--- src/ahb_pkg.sv ---
package ahb_pkg;

    ////////////////////////////////////////
    // bus widths
    ////////////////////////////////////////
    localparam int HADDR_W = 32;
    localparam int HDATA_W = 64;

    ////////////////////////////////////////
    // pin encodings
    ////////////////////////////////////////
    typedef enum logic [1:0] {
        IDLE   = 2'b00,
        NONSEQ = 2'b10
    } htrans_e;

    typedef enum logic [1:0] {
        OKAY  = 2'b00,
        ERROR = 2'b01
    } hresp_e;

    typedef logic [2:0] hsize_t;
    typedef logic [2:0] hburst_t;

    localparam hburst_t HBURST_SINGLE = 3'b000;

    // address-phase pins as one word
    typedef struct packed {
        logic [HADDR_W-1:0] haddr;
        htrans_e            htrans;
        logic               hwrite;
        hsize_t             hsize;
        hburst_t            hburst;
    } ahb_req_t;

    // bus parked with no transfer
    localparam ahb_req_t AHB_REQ_IDLE = '{
        haddr:  '0,
        htrans: IDLE,
        hwrite: 1'b0,
        hsize:  '0,
        hburst: HBURST_SINGLE
    };

endpackage
--- src/bridge_pkg.sv ---
package bridge_pkg;

    import ahb_pkg::*;

    ////////////////////////////////////////
    // host side sizing
    ////////////////////////////////////////
    localparam int ID_W      = 8;
    localparam int CMD_DEPTH = 4;

    // one host transfer request
    typedef struct packed {
        logic               write;
        logic [ID_W-1:0]    id;
        hsize_t             size;
        logic [HADDR_W-1:0] addr;
        logic [HDATA_W-1:0] wdata;
    } cmd_t;

    // completion returned to the host
    // rdata is only meaningful for reads
    typedef struct packed {
        logic               write;
        logic [ID_W-1:0]    id;
        hresp_e             resp;
        logic [HDATA_W-1:0] rdata;
    } cpl_t;

endpackage

--- src/ahb_bridge_top.sv ---
`timescale 1ns/1ps

module ahb_bridge_top import ahb_pkg::*, bridge_pkg::*; (
    input  logic               hclk,
    input  logic               hresetn,
    input  logic               cmd_valid,
    input  cmd_t               cmd,
    output logic               cpl_valid,
    output cpl_t               cpl,
    output logic [HADDR_W-1:0] haddr,
    output htrans_e            htrans,
    output logic               hwrite,
    output hsize_t             hsize,
    output hburst_t            hburst,
    output logic [HDATA_W-1:0] hwdata,
    output logic               hbusreq,
    input  logic               hready,
    input  logic [HDATA_W-1:0] hrdata,
    input  hresp_e             hresp,
    input  logic               hgrant
);

    cmd_t     head;
    logic     empty;
    logic     pop;
    ahb_req_t ahb_req;
    cmd_t     addr_cmd;

    cmd_queue #(
        .DEPTH(CMD_DEPTH)
    ) i_cmd_queue (
        .hclk     (hclk),
        .hresetn  (hresetn),
        .push     (cmd_valid),
        .push_cmd (cmd),
        .pop      (pop),
        .head     (head),
        .empty    (empty)
    );

    ahb_addr_phase i_ahb_addr_phase (
        .hclk     (hclk),
        .hresetn  (hresetn),
        .head     (head),
        .empty    (empty),
        .hgrant   (hgrant),
        .hready   (hready),
        .pop      (pop),
        .hbusreq  (hbusreq),
        .ahb_req  (ahb_req),
        .addr_cmd (addr_cmd)
    );

    ahb_data_phase i_ahb_data_phase (
        .hclk      (hclk),
        .hresetn   (hresetn),
        .ahb_req   (ahb_req),
        .addr_cmd  (addr_cmd),
        .hready    (hready),
        .hrdata    (hrdata),
        .hresp     (hresp),
        .hwdata    (hwdata),
        .cpl_valid (cpl_valid),
        .cpl       (cpl)
    );

    // address-phase pins
    assign haddr  = ahb_req.haddr;
    assign htrans = ahb_req.htrans;
    assign hwrite = ahb_req.hwrite;
    assign hsize  = ahb_req.hsize;
    assign hburst = ahb_req.hburst;

endmodule

--- src/ahb_data_phase.sv ---
`timescale 1ns/1ps

module ahb_data_phase import ahb_pkg::*, bridge_pkg::*; (
    input  logic               hclk,
    input  logic               hresetn,
    input  ahb_req_t           ahb_req,
    input  cmd_t               addr_cmd,
    input  logic               hready,
    input  logic [HDATA_W-1:0] hrdata,
    input  hresp_e             hresp,
    output logic [HDATA_W-1:0] hwdata,
    output logic               cpl_valid,
    output cpl_t               cpl
);

    logic            accept;
    logic            dp_valid;
    logic            dp_write;
    logic [ID_W-1:0] dp_id;

    assign accept = (ahb_req.htrans == NONSEQ) && hready;

    ////////////////////////////////////////
    // data phase tracking
    ////////////////////////////////////////
    always_ff @(posedge hclk or negedge hresetn) begin
        if (!hresetn) begin
            dp_valid <= 1'b0;
        end else if (hready) begin
            dp_valid <= accept;
        end
    end

    // write data and tags follow the accepted address phase
    always_ff @(posedge hclk) begin
        if (accept) begin
            dp_write <= addr_cmd.write;
            dp_id    <= addr_cmd.id;
            hwdata   <= addr_cmd.wdata;
        end
    end

    ////////////////////////////////////////
    // completion
    ////////////////////////////////////////
    always_ff @(posedge hclk or negedge hresetn) begin
        if (!hresetn) begin
            cpl_valid <= 1'b0;
        end else begin
            cpl_valid <= dp_valid && hready;
        end
    end

    always_ff @(posedge hclk) begin
        if (dp_valid && hready) begin
            cpl.write <= dp_write;
            cpl.id    <= dp_id;
            cpl.resp  <= hresp;
            cpl.rdata <= hrdata;
        end
    end

    // ERROR is a two-cycle response from the slave
    a_err_two_cycle: assert property (@(posedge hclk) disable iff (!hresetn)
        dp_valid && hready && hresp == ERROR |-> $past(!hready && hresp == ERROR))
        else $error("ahb_data_phase: ERROR without its first wait cycle");

endmodule

--- src/ahb_addr_phase.sv ---
`timescale 1ns/1ps

module ahb_addr_phase import ahb_pkg::*, bridge_pkg::*; (
    input  logic     hclk,
    input  logic     hresetn,
    input  cmd_t     head,
    input  logic     empty,
    input  logic     hgrant,
    input  logic     hready,
    output logic     pop,
    output logic     hbusreq,
    output ahb_req_t ahb_req,
    output cmd_t     addr_cmd
);

    // single NONSEQ transfer built from a queued command
    function automatic ahb_req_t nonseq_req(input cmd_t c);
        ahb_req_t r;
        r.haddr  = c.addr;
        r.htrans = NONSEQ;
        r.hwrite = c.write;
        r.hsize  = c.size;
        r.hburst = HBURST_SINGLE;
        return r;
    endfunction

    ////////////////////////////////////////
    // bus request
    ////////////////////////////////////////

    // request while anything waits in the queue
    always_ff @(posedge hclk or negedge hresetn) begin
        if (!hresetn) begin
            hbusreq <= 1'b0;
        end else begin
            hbusreq <= !empty;
        end
    end

    ////////////////////////////////////////
    // address phase
    ////////////////////////////////////////

    // issue only once we asked for the bus and it was granted
    // hready high means the current address phase is being taken
    assign pop = hready && hgrant && hbusreq && !empty;

    always_ff @(posedge hclk or negedge hresetn) begin
        if (!hresetn) begin
            ahb_req <= AHB_REQ_IDLE;
        end else if (hready) begin
            if (pop) begin
                ahb_req <= nonseq_req(head);
            end else begin
                ahb_req <= AHB_REQ_IDLE;
            end
        end
    end

    // full command rides along for the data phase
    always_ff @(posedge hclk) begin
        if (pop) begin
            addr_cmd <= head;
        end
    end

    // data phase tags its completion from addr_cmd, wait states included
    a_addr_cmd_match: assert property (@(posedge hclk) disable iff (!hresetn)
        ahb_req.htrans == NONSEQ |-> ahb_req.haddr == addr_cmd.addr
            && ahb_req.hwrite == addr_cmd.write && ahb_req.hsize == addr_cmd.size)
        else $error("ahb_addr_phase: address phase disagrees with its command");

endmodule

--- src/cmd_queue.sv ---
`timescale 1ns/1ps

module cmd_queue import bridge_pkg::*; #(
    parameter int DEPTH = CMD_DEPTH
) (
    input  logic hclk,
    input  logic hresetn,
    input  logic push,
    input  cmd_t push_cmd,
    input  logic pop,
    output cmd_t head,
    output logic empty
);

    localparam int PTR_W = (DEPTH > 1) ? $clog2(DEPTH) : 1;
    localparam int CNT_W = $clog2(DEPTH + 1);

    cmd_t             mem [DEPTH];
    logic [PTR_W-1:0] wr_ptr;
    logic [PTR_W-1:0] rd_ptr;
    logic [CNT_W-1:0] count;
    logic             full;

    // wrap at DEPTH
    function automatic logic [PTR_W-1:0] next_ptr(input logic [PTR_W-1:0] ptr);
        return (ptr == PTR_W'(DEPTH - 1)) ? '0 : ptr + 1'b1;
    endfunction

    assign empty = (count == '0);
    assign full  = (count == CNT_W'(DEPTH));
    assign head  = mem[rd_ptr];

    // storage
    always_ff @(posedge hclk) begin
        if (push) begin
            mem[wr_ptr] <= push_cmd;
        end
    end

    always_ff @(posedge hclk or negedge hresetn) begin
        if (!hresetn) begin
            wr_ptr <= '0;
            rd_ptr <= '0;
            count  <= '0;
        end else begin
            if (push) begin
                wr_ptr <= next_ptr(wr_ptr);
            end
            if (pop) begin
                rd_ptr <= next_ptr(rd_ptr);
            end
            case ({push, pop})
                2'b10:   count <= count + 1'b1;
                2'b01:   count <= count - 1'b1;
                default: count <= count;
            endcase
        end
    end

    // host has no back-pressure so it must keep within DEPTH outstanding
    a_push_full: assert property (@(posedge hclk) disable iff (!hresetn)
        push && full |-> pop)
        else $error("cmd_queue: push while full");

    a_pop_empty: assert property (@(posedge hclk) disable iff (!hresetn)
        pop |-> !empty)
        else $error("cmd_queue: pop while empty");

endmodule

--- config.mk ---
export PLATFORM = sky130hd
export DESIGN_NAME = ahb_bridge_top
export DESIGN_NICKNAME = d
export VERILOG_FILES = /design/src/ahb_pkg.sv /design/src/bridge_pkg.sv /design/src/ahb_bridge_top.sv /design/src/ahb_data_phase.sv /design/src/ahb_addr_phase.sv /design/src/cmd_queue.sv
export SDC_FILE = /design/constraint.sdc
export NUM_CORES = 1
export LEC_CHECK = 0
export BUFFER_PORTS_ARGS = -buffer_cell sky130_fd_sc_hd__buf_2
export CORE_MARGIN = 4
export CORE_UTILIZATION = 51
export CTS_CLUSTER_SIZE = 40
export DETAILED_ROUTE_END_ITERATION = 16
export PLACE_DENSITY = 0.81
export SLEW_MARGIN = 20
export SYNTH_ARGS = -nofsm -noshare
export SYNTH_HDL_FRONTEND = slang
export SYNTH_SLANG_ARGS = --single-unit
--- constraint.sdc ---
create_clock -name hclk -period 3.42 [get_ports hclk]
set_clock_uncertainty 0.05 [all_clocks]
set_input_delay 0.171 -clock hclk [delete_from_list [all_inputs] [get_ports hclk]]
set_output_delay 0.171 -clock hclk [all_outputs]
set_load 0.05 [all_outputs]
### Word level (Yosys, flattened, before mapping)

Memories as Yosys holds them, arrays and structs flattened.
Cells that the tools add are included.

* bits in writable memories: 432
* memories kept: 1
* output and inout bits: 182
* logic and storage cells: 45
* input bits: 179
* register bits after elaboration: 272

* muxes and demuxes: 6
* eq/ne operators: 5
* $add $sub $neg: 4
* reductions and logical operators: 8

Memory list
* i_cmd_queue.mem: words 4, bits a word 108, read ports 1, clocked after Yosys merged registers in 0, write ports 1, RTL line cmd_queue.sv:18 `cmd_t mem [DEPTH];`

Operators with widths (count)
* two-way mux 41 bit: 1
* equality test 2 bit (second input constant): 4
* one-hot mux 3 bit (2 select lines): 1
* logical AND 1 bit: 5
* adder 2 x 1 -> 2 bit (second input constant): 2
* two-way mux 2 bit: 2
* adder 3 x 1 -> 3 bit (second input constant): 1
* logical NOT 3 bit: 1
* subtractor 3 x 1 -> 3 bit (second input constant): 1
* equality test 2 x 1 -> 1 bit (second input constant): 1
* two-way mux 1 bit: 2
* nonzero test 2 bit: 1
* logical NOT 1 bit: 1

### Longest topological paths before layout

* word-level depth: 5
* gate-level depth with buffers: 10

### Modules after synthesis

Synthesis repeated with hierarchy kept, for this count alone.

* cell total of the unflattened synthesis: 996
* area, all modules: 25465.7 um2

By module, submodules not included
* cmd_queue: area each 16007.9 um2, instances 1, cells an instance 601, sequential area each 13147.6 um2
* ahb_addr_phase: area each 4936.0 um2, instances 1, cells an instance 241, sequential area each 4194.0 um2
* ahb_data_phase: area each 4521.8 um2, instances 1, cells an instance 154, sequential area each 4494.3 um2

### Least setup slack after synthesis

OpenSTA, ideal clock, no wires.

* path type: reg-to-reg
* start: reg i_cmd_queue.wr_ptr[0]
* end: mem i_cmd_queue.mem[0][0] (netlist bit) (enable)
* slack: -0.218 ns
* clock period less this slack: 3.638 ns
* library setup time: 0.479 ns
* arrival: 3.109 ns
* cell stages (with the launch flop): 4
* cells stage by stage: dfrtp_1 -> inv_1 -> ha_1 -> and2_1

RTL lines
* from (decl): RTL line cmd_queue.sv:19 `logic [PTR_W-1:0] wr_ptr;`
* from (signal assigned): RTL line cmd_queue.sv:47 `wr_ptr <= next_ptr(wr_ptr);`
* to (decl): RTL line cmd_queue.sv:18

Straight into the memory's write port.

### Worst setup path in the final report

* start: reg i_cmd_queue.count[0]
* end: reg i_cmd_queue.count[2]

* cells in the longest elaborated chain, start to end: 5
* elaborated cells between the ends (all ways): 9
* those cells by class: 2 x add/sub; 2 x eq/ne; 1 x mux; 4 x reduce/logical

Ends and longest elaborated chain
* from (decl): RTL line cmd_queue.sv:21 `logic [CNT_W-1:0] count;`
* from (signal assigned): RTL line cmd_queue.sv:53 `2'b10: count <= count + 1'b1;`
* from (signal assigned): RTL line cmd_queue.sv:54 `2'b01: count <= count - 1'b1;`
* from (signal assigned): RTL line cmd_queue.sv:55 `default: count <= count;`
* logical NOT 3 bit: RTL line cmd_queue.sv:29 `assign empty = (count == '0);`
* logical NOT 1 bit: RTL line ahb_addr_phase.sv:46 `assign pop = hready && hgrant && hbusreq && !empty;`
* logical AND 1 bit: RTL line ahb_addr_phase.sv:46
* equality test 2 x 1 -> 1 bit / equality test 2 bit (equally long branches): RTL line cmd_queue.sv:52 `case ({push, pop})`
* one-hot mux 3 bit (2 select lines) / nonzero test 2 bit (equally long branches)

Parallel ways exist; a longest one is shown, timed or not.
A chain may end at the register's enable or synchronous reset.

==> results.sh <==
export IMPL_status="finished clean"
export IMPL_remaining_drc_errors=0
export IMPL_path_class="reg -> reg"
export IMPL_critPathArrivalTime_ns=2.91
export IMPL_fin_nets=1695
export IMPL_drtPass1Iterations=5
export IMPL_grt_overflow_total=0
export IMPL_start_util=0.516
export IMPL_viasPerCell=5.37
export IMPL_yosysSeqAreaShare=0.864
export IMPL_holdWs_ns=0.0830
export IMPL_cap_violations=0
export IMPL_tns_ns=0
export IMPL_drtIter0Drc=910
export IMPL_rows=79
export IMPL_grt_start_max_net_pins=77
export IMPL_ant_nets=0
export IMPL_wl_per_cell_um=24.1
export IMPL_min_path_type="in -> async"
export IMPL_rsz0062_at_grt="false"
export IMPL_start_kind="register"
export IMPL_max_vdd_ir_drop_uv=628
export IMPL_die_x_um=225
export IMPL_power_density_mw_per_mm2=807
export IMPL_yosysWarnings=0
export IMPL_hold_viol=0
export IMPL_post_route_util=0.659
export IMPL_syn_area_mm2=0.0240
export IMPL_final_max_slew_viol_count=0
export IMPL_ctsHtreeMaxLevel=3
export IMPL_p_leak_nw=11.0
export IMPL_die_h_um=225
export IMPL_grt_pass1_wl_mm=79.2
export IMPL_syn_mean_instance_area_um2=26.2
export IMPL_core_area_mm2=0.0466
export IMPL_num_vias=11700
export IMPL_ioPinCount=361
export IMPL_clkSlewWorstSetupHoldPaths_ns=0.06
export IMPL_finalSetupViolations=0
export IMPL_cts_buffers=69
export IMPL_grt_pass1_vias=12800
export IMPL_grt_antenna_before_repair=5
export IMPL_period_share=0.715
export IMPL_layout_commonest_cell="edfxtp_1"
export IMPL_ys_ff_latch=700
export IMPL_crit_fanout=39
export IMPL_synth_top_area_frac=0.816
export IMPL_cts_buffer_depth=3
export IMPL_area_delta_synth_final_pct=27.7
export IMPL_cts_root_buf="clkbuf_16"
export IMPL_max_freq_mhz=409
export IMPL_fill_cells=2835
export IMPL_clkLatencyLatePin_ns=0.59
export IMPL_synth_largest_area_cell="edfxtp_1"
export IMPL_netlist_instances=918
export IMPL_drive_gt1_frac=0.381
export IMPL_die_area_mm2=0.0507
export IMPL_synthDistinctLibCells=25
export IMPL_tightest_slew_ns=1.08
export IMPL_place_hpwl_mm=29.4
export IMPL_critical_path_required_ns=3.89
export IMPL_fin_crit_ns=2.45
export IMPL_relSlewSlack=0.280
export IMPL_synth_top_cells_by_area="edfxtp_1 82%, mux4_2 10%, dfrtp_1 4.9%, a22o_1 1.3%, buf_4 0.44%"
export IMPL_groute_usage_overall=0.209
export IMPL_cts_tree="built"
export IMPL_most_common_layout_cells="653 x edfxtp_1, 356 x buf_2, 176 x dlygate4sd3_1"
export IMPL_end_kind="register"
export IMPL_numPortBuffers=356
export IMPL_drt_total_wl_mm=52.4
export IMPL_place_gp_congestion=0.797
export IMPL_finalPower_mw=24.8
export IMPL_cts_sinks=700
[kinds of logic (layout without fill, tap and decap cells)]
group                      count (synthesis)  in the layout  share of synthesized area
AOI/OAI and AO/OA                         40             40                     0.0142
adders and majority gates                  7              7                    0.00395
other                                      1              8                   0.000156
buffers and inverters                     44            686                     0.0101
and+or+nand+nor                           12             12                    0.00323
xor gates and xnor gates                   3              3                    0.00109
muxes                                    111            111                      0.103
DFF                                      700            700                      0.864
[per-stage QoR]
stage | instance area [µm²] | instances | setup slack [ns]
CTS | 30700 | 2170 | 0.955
global placement | 26700 | 1869 | 0.985
detailed placement | 26700 | 1869 | 0.931
floorplan | 24100 | 921 | 0.167
finish | 30700 | 2174 | 0.974
global route | 30700 | 2173 | 0.811
[path summary, 6_finish.rpt]
path	start	endpoint	slack (ns)	cells past startpoint
worst max-delay path	i_cmd_queue.count[0]$_DFFE_PN0P_	i_cmd_queue.count[2]$_DFFE_PN0P_	0.97	8
worst min-delay path	hresetn	i_ahb_addr_phase.ahb_req[29]$_DFFE_PN0P_	0.08	2
worst max register to register	i_cmd_queue.count[0]$_DFFE_PN0P_	i_cmd_queue.count[2]$_DFFE_PN0P_	0.97	8
worst min register to register	i_ahb_addr_phase.addr_cmd[0]$_DFFE_PP_	i_ahb_data_phase.hwdata[0]$_DFFE_PP_	0.36	0
max in group asynchronous	hresetn	i_ahb_addr_phase.ahb_req[31]$_DFFE_PN0P_	2.44	3
min in group hclk	hgrant	i_ahb_addr_phase.addr_cmd[99]$_DFFE_PP_	0.18	2
[cell usage after synthesis, drive strengths merged]
master,number
edfxtp,653
mux4,108
dfrtp,47
a22o,36
buf,30
clkbuf,7
inv,7
and2,6
ha,6
a21o,2
mux2,2
nor2,2
o21ai,2
or3,2
xor2,2
and4,1
conb,1
fa,1
mux2i,1
nand2,1
xnor2,1
[cell type report]
type	count	area, µm²	share of cell area
repair buffers	554	3810	0.124
clock buffers	90	1850	0.0601
well taps	607	759	0.0247
inverters	7	26.3	0.000856
flip-flops and latches	700	20800	0.677
multi-input cells	177	3040	0.0991
clock inverters	35	408	0.0133
diodes	4	10.0	0.000326
[worst max-delay path: stages (launching register included)]
cell	delay, ns
dfrtp_1	0.38
or3_4	0.14
and4_4	0.62
ha_1	0.30
inv_1	0.06
fa_1	0.37
xor2_1	0.15
nor2_1	0.13
xor2_1	0.15
[report_power, final]
group          internal, mW  leakage (nW)  switching [mW]
Clock                  4.38          1.10            3.13
Sequential             11.2          6.62           0.628
Combinational          2.10          3.32            3.30
Total                  17.7          11.0            7.06
[flip-flops by register name (all words and copies together) (netlist names)]
register	cells
i_ahb_data_phase.dp_valid	1
i_ahb_addr_phase.hbusreq	1
i_ahb_data_phase.dp_write	1
i_ahb_data_phase.dp_id	8
i_cmd_queue.mem	432
i_cmd_queue.rd_ptr	2
i_ahb_addr_phase.ahb_req	37
i_cmd_queue.count	3
i_ahb_data_phase.cpl	75
i_ahb_addr_phase.addr_cmd	73
i_ahb_data_phase.hwdata	64
i_cmd_queue.wr_ptr	2
i_ahb_data_phase.cpl_valid	1
[routing by layer]
layer / GRT usage / up-vias / wire (µm)
met2: 0.361 / 479 / 27700
met1: 0.265 / 6048 / 19500
met4: 0.0754 / 2 / 1470
met3: 0.0439 / 94 / 3620
met5: 0 / - / 13
li1: - / 5042 / -
[timing repair]
action | in CTS | in global routing
hold buffers | 176 | 0
buffers inserted | 0 | 0
gates resized for setup | 0 | 0
hold endpoints to repair | 523 | 0
No activity file was read; power rests on OpenSTA's default activity.
